File: src/design/mips_exec_pkg.sv
`default_nettype none

package mips_exec_pkg;

  localparam int XLEN         = 32;
  localparam int MULDIV_STEPS = 32;
  localparam int MD_CNT_W     = $clog2(MULDIV_STEPS);
  localparam logic [MD_CNT_W-1:0] MD_LAST = MD_CNT_W'(MULDIV_STEPS - 1);

  typedef enum logic [5:0] {
    OP_SPECIAL = 6'h00,
    OP_REGIMM  = 6'h01,          // BLTZ, BGEZ and the AL forms
    OP_BEQ     = 6'h04,
    OP_BNE     = 6'h05,
    OP_BLEZ    = 6'h06,
    OP_BGTZ    = 6'h07,
    OP_ADDI    = 6'h08,          // No overflow trap here
    OP_ADDIU   = 6'h09,
    OP_SLTI    = 6'h0a,
    OP_SLTIU   = 6'h0b,
    OP_ANDI    = 6'h0c,
    OP_ORI     = 6'h0d,
    OP_XORI    = 6'h0e,
    OP_LUI     = 6'h0f,
    OP_LB      = 6'h20,
    OP_LH      = 6'h21,
    OP_LW      = 6'h23,
    OP_LBU     = 6'h24,
    OP_LHU     = 6'h25,
    OP_SB      = 6'h28,
    OP_SH      = 6'h29,
    OP_SW      = 6'h2b
  } opcode_e;

  typedef enum logic [5:0] {
    F_SLL   = 6'h00,
    F_SRL   = 6'h02,
    F_SRA   = 6'h03,
    F_SLLV  = 6'h04,
    F_SRLV  = 6'h06,
    F_SRAV  = 6'h07,
    F_MFHI  = 6'h10,
    F_MTHI  = 6'h11,
    F_MFLO  = 6'h12,
    F_MTLO  = 6'h13,
    F_MULT  = 6'h18,
    F_MULTU = 6'h19,
    F_DIV   = 6'h1a,
    F_DIVU  = 6'h1b,
    F_ADD   = 6'h20,
    F_ADDU  = 6'h21,
    F_SUB   = 6'h22,
    F_SUBU  = 6'h23,
    F_AND   = 6'h24,
    F_OR    = 6'h25,
    F_XOR   = 6'h26,
    F_SLT   = 6'h2a,
    F_SLTU  = 6'h2b
  } funct_e;

  typedef enum logic [3:0] {
    ALU_NONE, ALU_ADD, ALU_SUB, ALU_AND, ALU_OR, ALU_XOR, ALU_SLL, ALU_SRL,
    ALU_SRA, ALU_SLT, ALU_SLTU, ALU_LUI, ALU_PASS_HI, ALU_PASS_LO
  } alu_op_e;

  typedef enum logic [2:0] {
    BR_NONE, BR_EQ, BR_NE, BR_LTZ, BR_GEZ, BR_GTZ, BR_LEZ
  } branch_cond_e;

  typedef enum logic [2:0] {
    MD_NONE, MD_MULT, MD_MULTU, MD_DIV, MD_DIVU
  } muldiv_op_e;

  typedef struct packed {
    logic [31:0]     instruction;
    logic [XLEN-1:0] rs_val;
    logic [XLEN-1:0] rt_val;
  } exec_req_t;

  typedef struct packed {
    logic [XLEN-1:0] result;
    logic            branch_taken;
    logic            wr_reg;
    logic            illegal;
  } exec_resp_t;

  typedef struct packed {
    alu_op_e         alu_op;
    branch_cond_e    branch_cond;
    muldiv_op_e      muldiv_op;
    logic            use_imm;
    logic            imm_signed;
    logic            shift_by_reg;
    logic [4:0]      shamt;
    logic [XLEN-1:0] imm;
    logic            mthi;
    logic            mtlo;
    logic            wr_reg;
    logic            illegal;
  } decoded_t;

  typedef struct packed {
    logic [XLEN-1:0] hi;
    logic [XLEN-1:0] lo;
  } hilo_t;

endpackage

`default_nettype wire

File: src/design/instr_decoder.sv
`default_nettype none

module instr_decoder (
  input  logic [31:0]            instr,
  output mips_exec_pkg::decoded_t dec
);

  logic [5:0]  opcode;
  logic [5:0]  funct;
  logic [4:0]  rt;
  logic [15:0] imm16;

  assign opcode = instr[31:26];
  assign rt     = instr[20:16];
  assign funct  = instr[5:0];
  assign imm16  = instr[15:0];

  always_comb
  begin
    dec              = '0;
    dec.alu_op       = mips_exec_pkg::ALU_NONE;
    dec.branch_cond  = mips_exec_pkg::BR_NONE;
    dec.muldiv_op    = mips_exec_pkg::MD_NONE;
    dec.shamt        = instr[10:6];
    dec.wr_reg       = 1'b1;
    dec.imm_signed   = 1'b1;                     // Zero extension is the exception
    case (mips_exec_pkg::opcode_e'(opcode))
      mips_exec_pkg::OP_SPECIAL:
      begin
        case (mips_exec_pkg::funct_e'(funct))
          mips_exec_pkg::F_SLL:  dec.alu_op = mips_exec_pkg::ALU_SLL;
          mips_exec_pkg::F_SRL:  dec.alu_op = mips_exec_pkg::ALU_SRL;
          mips_exec_pkg::F_SRA:  dec.alu_op = mips_exec_pkg::ALU_SRA;
          mips_exec_pkg::F_SLLV:
          begin
            dec.alu_op       = mips_exec_pkg::ALU_SLL;
            dec.shift_by_reg = 1'b1;
          end
          mips_exec_pkg::F_SRLV:
          begin
            dec.alu_op       = mips_exec_pkg::ALU_SRL;
            dec.shift_by_reg = 1'b1;
          end
          mips_exec_pkg::F_SRAV:
          begin
            dec.alu_op       = mips_exec_pkg::ALU_SRA;
            dec.shift_by_reg = 1'b1;
          end
          mips_exec_pkg::F_MFHI: dec.alu_op = mips_exec_pkg::ALU_PASS_HI;
          mips_exec_pkg::F_MFLO: dec.alu_op = mips_exec_pkg::ALU_PASS_LO;
          mips_exec_pkg::F_MTHI:
          begin
            dec.mthi   = 1'b1;
            dec.wr_reg = 1'b0;
          end
          mips_exec_pkg::F_MTLO:
          begin
            dec.mtlo   = 1'b1;
            dec.wr_reg = 1'b0;
          end
          mips_exec_pkg::F_MULT:
          begin
            dec.muldiv_op = mips_exec_pkg::MD_MULT;
            dec.wr_reg    = 1'b0;
          end
          mips_exec_pkg::F_MULTU:
          begin
            dec.muldiv_op = mips_exec_pkg::MD_MULTU;
            dec.wr_reg    = 1'b0;
          end
          mips_exec_pkg::F_DIV:
          begin
            dec.muldiv_op = mips_exec_pkg::MD_DIV;
            dec.wr_reg    = 1'b0;
          end
          mips_exec_pkg::F_DIVU:
          begin
            dec.muldiv_op = mips_exec_pkg::MD_DIVU;
            dec.wr_reg    = 1'b0;
          end
          mips_exec_pkg::F_ADD, mips_exec_pkg::F_ADDU: dec.alu_op = mips_exec_pkg::ALU_ADD;
          mips_exec_pkg::F_SUB, mips_exec_pkg::F_SUBU: dec.alu_op = mips_exec_pkg::ALU_SUB;
          mips_exec_pkg::F_AND:  dec.alu_op = mips_exec_pkg::ALU_AND;
          mips_exec_pkg::F_OR:   dec.alu_op = mips_exec_pkg::ALU_OR;
          mips_exec_pkg::F_XOR:  dec.alu_op = mips_exec_pkg::ALU_XOR;
          mips_exec_pkg::F_SLT:  dec.alu_op = mips_exec_pkg::ALU_SLT;
          mips_exec_pkg::F_SLTU: dec.alu_op = mips_exec_pkg::ALU_SLTU;
          default:               dec.illegal = 1'b1;
        endcase
      end
      mips_exec_pkg::OP_REGIMM:
      begin
        dec.wr_reg = 1'b0;
        case (rt)
          5'h00, 5'h10: dec.branch_cond = mips_exec_pkg::BR_LTZ;   // BLTZ, BLTZAL
          5'h01, 5'h11: dec.branch_cond = mips_exec_pkg::BR_GEZ;   // BGEZ, BGEZAL
          default:      dec.illegal     = 1'b1;
        endcase
      end
      mips_exec_pkg::OP_BEQ:
      begin
        dec.branch_cond = mips_exec_pkg::BR_EQ;
        dec.wr_reg      = 1'b0;
      end
      mips_exec_pkg::OP_BNE:
      begin
        dec.branch_cond = mips_exec_pkg::BR_NE;
        dec.wr_reg      = 1'b0;
      end
      mips_exec_pkg::OP_BLEZ:
      begin
        dec.branch_cond = mips_exec_pkg::BR_LEZ;
        dec.wr_reg      = 1'b0;
        dec.illegal     = (rt != 5'd0);                // rt must be zero
      end
      mips_exec_pkg::OP_BGTZ:
      begin
        dec.branch_cond = mips_exec_pkg::BR_GTZ;
        dec.wr_reg      = 1'b0;
        dec.illegal     = (rt != 5'd0);
      end
      mips_exec_pkg::OP_ADDI, mips_exec_pkg::OP_ADDIU,
      mips_exec_pkg::OP_LB, mips_exec_pkg::OP_LH, mips_exec_pkg::OP_LW,
      mips_exec_pkg::OP_LBU, mips_exec_pkg::OP_LHU,
      mips_exec_pkg::OP_SB, mips_exec_pkg::OP_SH, mips_exec_pkg::OP_SW:
      begin
        dec.alu_op  = mips_exec_pkg::ALU_ADD;          // Also the memory address
        dec.use_imm = 1'b1;
      end
      mips_exec_pkg::OP_SLTI:
      begin
        dec.alu_op  = mips_exec_pkg::ALU_SLT;
        dec.use_imm = 1'b1;
      end
      mips_exec_pkg::OP_SLTIU:
      begin
        dec.alu_op  = mips_exec_pkg::ALU_SLTU;         // Sign-extended, compared unsigned
        dec.use_imm = 1'b1;
      end
      mips_exec_pkg::OP_ANDI, mips_exec_pkg::OP_ORI, mips_exec_pkg::OP_XORI,
      mips_exec_pkg::OP_LUI:
      begin
        dec.use_imm    = 1'b1;
        dec.imm_signed = 1'b0;
        case (mips_exec_pkg::opcode_e'(opcode))
          mips_exec_pkg::OP_ANDI: dec.alu_op = mips_exec_pkg::ALU_AND;
          mips_exec_pkg::OP_ORI:  dec.alu_op = mips_exec_pkg::ALU_OR;
          mips_exec_pkg::OP_XORI: dec.alu_op = mips_exec_pkg::ALU_XOR;
          default:                dec.alu_op = mips_exec_pkg::ALU_LUI;
        endcase
      end
      default: dec.illegal = 1'b1;
    endcase

    dec.imm = dec.imm_signed ? {{16{imm16[15]}}, imm16} : {16'h0000, imm16};

    if (dec.illegal)
    begin
      dec.wr_reg      = 1'b0;
      dec.branch_cond = mips_exec_pkg::BR_NONE;
    end
  end

endmodule

`default_nettype wire

File: src/design/int_alu.sv
`default_nettype none

module int_alu (
  input  mips_exec_pkg::decoded_t        dec,
  input  logic [mips_exec_pkg::XLEN-1:0] rs_val,
  input  logic [mips_exec_pkg::XLEN-1:0] rt_val,
  input  mips_exec_pkg::hilo_t           hilo,
  output logic [mips_exec_pkg::XLEN-1:0] result,
  output logic                           branch_taken
);

  logic [mips_exec_pkg::XLEN-1:0] op_b;
  logic [4:0]                     sh_amt;

  assign op_b   = dec.use_imm ? dec.imm : rt_val;
  assign sh_amt = dec.shift_by_reg ? rs_val[4:0] : dec.shamt;   // Only rs[4:0] counts

  always_comb
  begin
    case (dec.alu_op)
      mips_exec_pkg::ALU_ADD:     result = rs_val + op_b;
      mips_exec_pkg::ALU_SUB:     result = rs_val - op_b;
      mips_exec_pkg::ALU_AND:     result = rs_val & op_b;
      mips_exec_pkg::ALU_OR:      result = rs_val | op_b;
      mips_exec_pkg::ALU_XOR:     result = rs_val ^ op_b;
      mips_exec_pkg::ALU_SLL:     result = rt_val << sh_amt;
      mips_exec_pkg::ALU_SRL:     result = rt_val >> sh_amt;
      mips_exec_pkg::ALU_SRA:     result = $signed(rt_val) >>> sh_amt;
      mips_exec_pkg::ALU_SLT:
      begin
        result    = '0;
        result[0] = $signed(rs_val) < $signed(op_b);
      end
      mips_exec_pkg::ALU_SLTU:
      begin
        result    = '0;
        result[0] = rs_val < op_b;
      end
      mips_exec_pkg::ALU_LUI:     result = {op_b[15:0], 16'h0000};
      mips_exec_pkg::ALU_PASS_HI: result = hilo.hi;
      mips_exec_pkg::ALU_PASS_LO: result = hilo.lo;
      default:                    result = '0;
    endcase
  end

  // Branch decision only; target and link address live outside
  always_comb
  begin
    case (dec.branch_cond)
      mips_exec_pkg::BR_EQ:  branch_taken = (rs_val == rt_val);
      mips_exec_pkg::BR_NE:  branch_taken = (rs_val != rt_val);
      mips_exec_pkg::BR_LTZ: branch_taken = rs_val[mips_exec_pkg::XLEN-1];
      mips_exec_pkg::BR_GEZ: branch_taken = !rs_val[mips_exec_pkg::XLEN-1];
      mips_exec_pkg::BR_GTZ: branch_taken = $signed(rs_val) > 0;
      mips_exec_pkg::BR_LEZ: branch_taken = $signed(rs_val) <= 0;
      default:               branch_taken = 1'b0;
    endcase
  end

endmodule

`default_nettype wire

File: src/design/muldiv_unit.sv
`default_nettype none

module muldiv_unit (
  input  logic                           clk,
  input  logic                           rst_n,
  input  logic                           start,
  input  mips_exec_pkg::muldiv_op_e      op,
  input  logic [mips_exec_pkg::XLEN-1:0] a,
  input  logic [mips_exec_pkg::XLEN-1:0] b,
  output logic                           busy,
  output logic                           done,
  output mips_exec_pkg::hilo_t           res
);

  localparam int W = mips_exec_pkg::XLEN;

  typedef enum logic [1:0] {
    IDLE,
    RUN,
    FIX
  } state_e;

  state_e                             state;
  logic [mips_exec_pkg::MD_CNT_W-1:0] count;
  logic [2*W-1:0]                     work;      // Product, or remainder and quotient
  logic [W-1:0]                       divisor;   // Magnitude of b
  logic                               is_div;
  logic                               neg_q;     // Negate product or quotient
  logic                               neg_r;     // Negate remainder
  logic                               signed_op;
  logic                               a_neg;
  logic                               b_neg;
  logic [W-1:0]                       mag_a;
  logic [W-1:0]                       mag_b;
  logic [W:0]                         mul_sum;
  logic [W:0]                         part;
  logic [W+1:0]                       diff;

  assign signed_op = (op == mips_exec_pkg::MD_MULT) || (op == mips_exec_pkg::MD_DIV);
  assign a_neg     = signed_op && a[W-1];
  assign b_neg     = signed_op && b[W-1];
  assign mag_a     = a_neg ? -a : a;
  assign mag_b     = b_neg ? -b : b;

  assign mul_sum = {1'b0, work[2*W-1:W]} + (work[0] ? {1'b0, divisor} : {(W+1){1'b0}});
  assign part    = work[2*W-1:W-1];                       // Remainder after shift
  assign diff    = {1'b0, part} - {2'b00, divisor};

  assign busy = (state != IDLE);
  assign done = (state == FIX);

  always_ff @(posedge clk or negedge rst_n)
  begin
    if (!rst_n)
    begin
      state <= IDLE;
      count <= '0;
    end
    else
    begin
      case (state)
        IDLE:
        begin
          count <= '0;
          if (start)
            state <= RUN;
        end
        RUN:
        begin
          count <= count + 1'b1;
          if (count == mips_exec_pkg::MD_LAST)
            state <= FIX;
        end
        default: state <= IDLE;                            // FIX lasts one cycle
      endcase
    end
  end

  always_ff @(posedge clk)
  begin
    if (state == IDLE && start)
    begin
      work    <= {{W{1'b0}}, mag_a};
      divisor <= mag_b;
      is_div  <= (op == mips_exec_pkg::MD_DIV) || (op == mips_exec_pkg::MD_DIVU);
      neg_q   <= (a_neg ^ b_neg) && (b != '0);             // Div by zero keeps all ones
      neg_r   <= a_neg;
    end
    else if (state == RUN)
    begin
      if (is_div)
        work <= diff[W+1] ? {work[2*W-2:0], 1'b0} : {diff[W-1:0], work[W-2:0], 1'b1};
      else
        work <= {mul_sum, work[W-1:1]};                    // Shift-add step
    end
  end

  // Sign fix-up, valid while done is high
  always_comb
  begin
    res = mips_exec_pkg::hilo_t'(work);
    if (!is_div && neg_q)
      res = mips_exec_pkg::hilo_t'(-work);
    if (is_div && neg_q)
      res.lo = -work[W-1:0];
    if (is_div && neg_r)
      res.hi = -work[2*W-1:W];
  end

  a_no_start_busy : assert property (@(posedge clk) disable iff (!rst_n) start |-> !busy)
    else $error("muldiv start while busy");

endmodule

`default_nettype wire

File: src/design/hilo_regs.sv
`default_nettype none

module hilo_regs (
  input  logic                           clk,
  input  logic                           rst_n,
  input  logic                           md_done,
  input  mips_exec_pkg::hilo_t           md_res,
  input  logic                           wr_hi,
  input  logic                           wr_lo,
  input  logic [mips_exec_pkg::XLEN-1:0] wdata,
  output mips_exec_pkg::hilo_t           hilo
);

  always_ff @(posedge clk or negedge rst_n)
  begin
    if (!rst_n)
      hilo <= '0;
    else if (md_done)
      hilo <= md_res;                 // Both halves from the mul/div unit
    else
    begin
      if (wr_hi)
        hilo.hi <= wdata;
      if (wr_lo)
        hilo.lo <= wdata;
    end
  end

  // The interlock keeps MTHI/MTLO away from the last mul/div cycle
  a_no_write_clash : assert property (
    @(posedge clk) disable iff (!rst_n) md_done |-> !(wr_hi || wr_lo))
    else $error("MT write coincides with muldiv done");

endmodule

`default_nettype wire

File: src/design/mips_execute.sv
`default_nettype none

module mips_execute (
  input  logic                      clk,
  input  logic                      rst_n,
  input  logic                      in_valid,
  output logic                      in_ready,
  input  mips_exec_pkg::exec_req_t  in_req,
  output logic                      out_valid,
  input  logic                      out_ready,
  output mips_exec_pkg::exec_resp_t out_resp
);

  mips_exec_pkg::decoded_t        dec;
  mips_exec_pkg::hilo_t           hilo;
  mips_exec_pkg::hilo_t           md_res;
  logic [mips_exec_pkg::XLEN-1:0] alu_result;
  logic                           branch_taken;
  logic                           md_busy;
  logic                           md_done;
  logic                           md_start;
  logic                           hilo_dep;
  logic                           out_free;
  logic                           accept;
  logic                           init_done;

  instr_decoder instr_decoder_i (
    .instr (in_req.instruction),
    .dec   (dec)
  );

  int_alu int_alu_i (
    .dec          (dec),
    .rs_val       (in_req.rs_val),
    .rt_val       (in_req.rt_val),
    .hilo         (hilo),
    .result       (alu_result),
    .branch_taken (branch_taken)
  );

  muldiv_unit muldiv_unit_i (
    .clk   (clk),
    .rst_n (rst_n),
    .start (md_start),
    .op    (dec.muldiv_op),
    .a     (in_req.rs_val),
    .b     (in_req.rt_val),
    .busy  (md_busy),
    .done  (md_done),
    .res   (md_res)
  );

  hilo_regs hilo_regs_i (
    .clk     (clk),
    .rst_n   (rst_n),
    .md_done (md_done),
    .md_res  (md_res),
    .wr_hi   (accept && dec.mthi),
    .wr_lo   (accept && dec.mtlo),
    .wdata   (in_req.rs_val),
    .hilo    (hilo)
  );

  // Anything touching HI/LO waits for the mul/div unit
  assign hilo_dep = (dec.muldiv_op != mips_exec_pkg::MD_NONE) || dec.mthi || dec.mtlo ||
                    (dec.alu_op == mips_exec_pkg::ALU_PASS_HI) ||
                    (dec.alu_op == mips_exec_pkg::ALU_PASS_LO);

  assign out_free = !out_valid || out_ready;
  assign in_ready = init_done && out_free && !(md_busy && hilo_dep);
  assign accept   = in_valid && in_ready;
  assign md_start = accept && (dec.muldiv_op != mips_exec_pkg::MD_NONE);

  always_ff @(posedge clk or negedge rst_n)
  begin
    if (!rst_n)
    begin
      init_done <= 1'b0;
      out_valid <= 1'b0;
    end
    else
    begin
      init_done <= 1'b1;                                   // Ready from 2nd cycle on
      if (accept)
        out_valid <= 1'b1;
      else if (out_ready)
        out_valid <= 1'b0;
    end
  end

  always_ff @(posedge clk)
  begin
    if (accept)
    begin
      out_resp.result       <= alu_result;
      out_resp.branch_taken <= branch_taken;
      out_resp.wr_reg       <= dec.wr_reg;
      out_resp.illegal      <= dec.illegal;
    end
  end

  a_out_hold : assert property (
    @(posedge clk) disable iff (!rst_n)
    out_valid && !out_ready |=> out_valid && $stable(out_resp))
    else $error("out_resp changed under back-pressure");

endmodule

`default_nettype wire

File: config.mk
export PLATFORM = sky130hd
export DESIGN_NAME = mips_execute
export DESIGN_NICKNAME = d
export VERILOG_FILES = /design/src/design/mips_exec_pkg.sv /design/src/design/instr_decoder.sv /design/src/design/int_alu.sv /design/src/design/muldiv_unit.sv /design/src/design/hilo_regs.sv /design/src/design/mips_execute.sv
export SDC_FILE = /design/constraint.sdc
export NUM_CORES = 1
export LEC_CHECK = 0
export BUFFER_PORTS_ARGS = -buffer_cell sky130_fd_sc_hd__clkbuf_2
export CAP_MARGIN = 20
export CORE_UTILIZATION = 50
export DETAILED_ROUTE_END_ITERATION = 6
export PLACE_DENSITY_LB_ADDON = 0.25
export SKIP_LAST_GASP = 1
export SLEW_MARGIN = 20
export SYNTH_ARGS = -nofsm -noshare
export SYNTH_HDL_FRONTEND = slang
export SYNTH_SLANG_ARGS = --single-unit
File: constraint.sdc
create_clock -name clk -period 4.3 [get_ports clk]
set_input_delay 0 -clock clk [delete_from_list [all_inputs] [get_ports clk]]
set_output_delay 0 -clock clk [all_outputs]
set_load 0.005 [all_outputs]
==> results by group <==
GRT
  • Met2 usage: 0.683
  • Largest net degree at the start of global routing: 103
  • Most used routing layer in global routing: met2
  • Grt met3 use: 0.119
  • Antenna violations before repair: 7
  • M1 GR Usage: 0.618
  • Vias in the first global route: 26118
  • Total gr overflow: 0
  • Global-route wire length before repair: 175000 microns
  • Gr usage total: 0.466

Drt
  • # DRC: 0
  • Wire per inst: 29.0 microns
  • TritonRoute pass-1 iters: 7
  • ANT nets after route: 0
  • Routed vias: 28476
  • Routed WL: ~120000 microns
  • Vias per cell: 6.81
  • 1st-iter DRT viols: 4296

Cells and area
  • Non-Filler Instances: 4181
  • FF+latch area: between 5000 and 6000 sq um
  • Area grow syn2layout: 16.9%
  • Multi-input logic area: 18000 sq um
  • Layout Nets: between 3000 and 4000
  • Final instance area: 29200 sq um
  • Fillcell total: 4437
  • Share of post-route cells with drive strength above 1: 0.156

Die
  • Core area: 49200 sq um
  • FP Rows: 81
  • I/O pin total: 137
  • Initial Util: 0.509
  • Die H: 226 microns
  • Die footprint: 50900 sq um
  • Die width: roughly 230 microns

Clock tree
  • Clk pin slew, worst setup/hold paths: 0.06 ns
  • Num CTS Buffers: 27
  • Worst-Skew Late Latency: 0.59 ns
  • H-tree depth: 1
  • Post-CTS Setup Bufs: 0
  • Num Clock Sinks: 207
  • CTS tree: built
  • Root buffer cell: clkbuf_16
  • Max clock buf depth: 3

Worst hold path
  • Hold EP: out_resp[0]
  • Type of the tightest min-delay check: in -> reg
  • Hold path cells: 5
  • Hold_sp: in_req[82]

Yosys
  • Sequential area share after synthesis: 0.221
  • EDFF count, synth: a little over 100
  • Top cell type's share of synthesized area: 0.122
  • Synth Flop Type: edfxtp_1
  • #FFs+latches synth: ~210
  • Cells after synthesis: 3239
  • Synth warn: 0
  • Post-synth top area cell: edfxtp_1
  • Netlist cell types: 93
  • Syn Nets: 3509
  • Mapped cell area: between 20000 and 30000 sq um
  • Mean Syn Cell Area: 7.72 sq um
  • Async SR Flop Fraction: 0.353
  • Top post-synthesis cells by area: edfxtp_1 (12%), mux2i_1 (10%), ha_1 (8.3%)

Timing
  • Final min period: about 4.2 ns
  • Period Utilization, post-route: 0.966
  • Worst clock skew: 0.0232 ns
  • PnR worst setup slack: 0.145 ns
  • Max Slew Vio Count: 0
  • Finish-stage setup viols: 0
  • Slew @ Worst Pin: 1.13 ns
  • Unrepaired setup endpoints after global routing: true
  • Max Fclk: 241 MHz
  • Final hold violation count: 0
  • Slew headroom: 0.249

Setup path
  • Crit path DAT: 4.56 ns
  • CP endpoint kind: flip-flop
  • CP max FO: 22
  • Reg2reg end: muldiv_unit_i.work[63]
  • Critical path launch point type: input pin
  • Required time of the critical path: around 4.7 ns
  • Worst reg2reg setup slack: 0.19 ns
  • Crit Path Category: in -> reg
  • RR Startpoint: muldiv_unit_i.work[0]
  • Worst R2R Path Depth: 16

Place
  • Gpl congestion: 1.13
  • Dpl cells: 4096
  • Pre-CTS setup slack: -0.261 ns
  • IO buf count: 131
  • Dpl hpwl: 93800 microns
  • Area after DPL: 28000 sq um

Pwr
  • Peak VDD IR: 278 uV
  • Pwr/cell area: ~240 nW/um^2
  • Leakage power: ~12 nW

Flow run
  • Max_cap viols: 0

Run status
  • Status: finished clean
-- synth_stat cells, types with 10 or more instances --
cell,count
a31oi_1,45
buf_1,21
o41ai_1,19
and3_1,19
mux2_2,26
o2111ai_1,14
nand3_1,65
edfxtp_1,102
buf_2,28
dfrtp_1,73
nand2_1,339
a211oi_1,49
a21o_1,29
o21a_1,16
a221oi_1,29
xnor2_1,168
nand4_1,36
ha_1,166
nand2b_1,38
a22oi_1,28
or3_1,23
xor2_1,35
a22o_1,13
clkbuf_1,175
and2_1,20
o22ai_1,24
mux2i_1,251
dfxtp_1,32
inv_1,157
nor4_1,22
o21ai_0,293
o31ai_1,34
a221o_1,14
a21boi_0,10
a222oi_1,18
nor2b_1,36
nor2_1,282
nor3_1,53
a21oi_1,221
o211ai_1,36
-- per-layer routing --
| layer | vias to the layer above | share of wire | routed length (microns) |
|---|---|---|---|
| met4 | 6 | 0.068 | 8260 |
| met5 | - | 0.00027 | 33 |
| li1 | 12399 | - | - |
| met3 | 399 | 0.13 | 15700 |
| met1 | 13551 | 0.39 | 47300 |
| met2 | 2121 | 0.41 | 50000 |
-- logic make-up (layout without fill, tap and decap cells) --
logic type,count (synthesis),in the layout,synth area share
buf+inv,393,668,0.0629
xor+xnor,203,203,0.0711
compound gates,1003,1003,0.260
simple gates,977,977,0.180
fa+ha+maj,170,170,0.0862
flops,207,207,0.221
mux,285,285,0.118
other cells,1,4,0.000150
-- state kept, by name, summed over array words and instances (netlist names) --
register and count:
muldiv_unit_i.is_div 1, out_valid 1, muldiv_unit_i.count 5, out_resp 35, muldiv_unit_i.neg_q 1, muldiv_unit_i.work 64, hilo_regs_i.hilo 64, init_done 1
muldiv_unit_i.divisor 32, muldiv_unit_i.neg_r 1, muldiv_unit_i.state 2
-- report_power, final --
part	total [mW]	leakage (nW)	internal, mW	switching [mW]
sequential	2.15	2.11	2.12	0.0263
clock	2.41	0.446	1.41	1.01
combinational	2.35	9.59	0.878	1.47
total	6.91	12.1	4.41	2.50
-- final cells by class --
| class | count | area share |
|---|---|---|
| repair buffers | 460 | 0.115 |
| clock buffers | 36 | 0.0257 |
| inverters | 158 | 0.0204 |
| diodes | 3 | 0.000257 |
| clock inverters | 14 | 0.00565 |
| well taps | 664 | 0.0284 |
| multi-input cells | 2639 | 0.616 |
| flip-flops and latches | 207 | 0.189 |
-- through the flow --
step                       util  power [mW]  hold slack [ns]  setup TNS, ns
after detailed placement  0.569        4.39            0.189          -1.28
after CTS                 0.594        6.81         0.000198              0
after global placement    0.569        4.39            0.177         -0.488
after global routing      0.595        7.11           0.0291        -0.0170
final                     0.595        6.91           0.0328              0
after floorplan               -        3.41           -0.296         -0.121
-- worst max path at each step --
stage / cells past startpoint / slack (ns) / end / startpoint
after CTS: 14 / 0.21 / muldiv_unit_i.work[61] / muldiv_unit_i.work[0]
after floorplan: 17 / -0.10 / out_resp[33] / in_req[92]
final: 15 / 0.15 / out_resp[4] / in_req[65]
after global routing: 16 / -0.02 / muldiv_unit_i.work[61] / muldiv_unit_i.work[0]
after global placement: 21 / -0.21 / out_resp[21] / in_req[93]
after detailed placement: 21 / -0.26 / out_resp[21] / in_req[92]
-- placed cells by master (no fill, tap or decap), types with 20 or more instances in the layout --
master	instances
a211oi_1	49
a21o_1	29
a21oi_1	221
a221oi_1	29
a22oi_1	28
a31oi_1	43
and2_1	20
buf_4	287
clkbuf_16	28
clkbuf_2	130
dfrtp_1	73
dfxtp_1	32
dlygate4sd3_1	31
edfxtp_1	102
ha_1	166
inv_1	155
mux2_2	26
mux2i_1	249
nand2_1	339
nand2b_1	38
nand3_1	65
nand4_1	36
nor2_1	276
nor2b_1	33
nor3_1	53
nor4_1	22
o211ai_1	36
o21ai_0	292
o22ai_1	24
o31ai_1	34
or3_1	23
xnor2_1	168
xor2_1	35
-- timing repair --
item                                    4_1_cts  5_1_grt
endpoints found under the setup margin        0        3
hold buffers                                 31        0
endpoints found under the hold margin       116        0
resized for setup                             0        2
-- critical path: stages --
cell and delay, ns:
dlygate4sd3_1 0.60, clkbuf_2 0.26, nand2b_1 0.28, nand4_2 0.21
mux2i_4 0.82, buf_4 0.26, nand2_1 0.06, and3_1 0.17
a21oi_1 0.17, mux2i_1 0.18, a2111oi_0 0.98, buf_4 0.27
nor3_1 0.05, buf_4 0.17, o21ai_0 0.09
No activity file was read; power rests on OpenSTA's default activity.
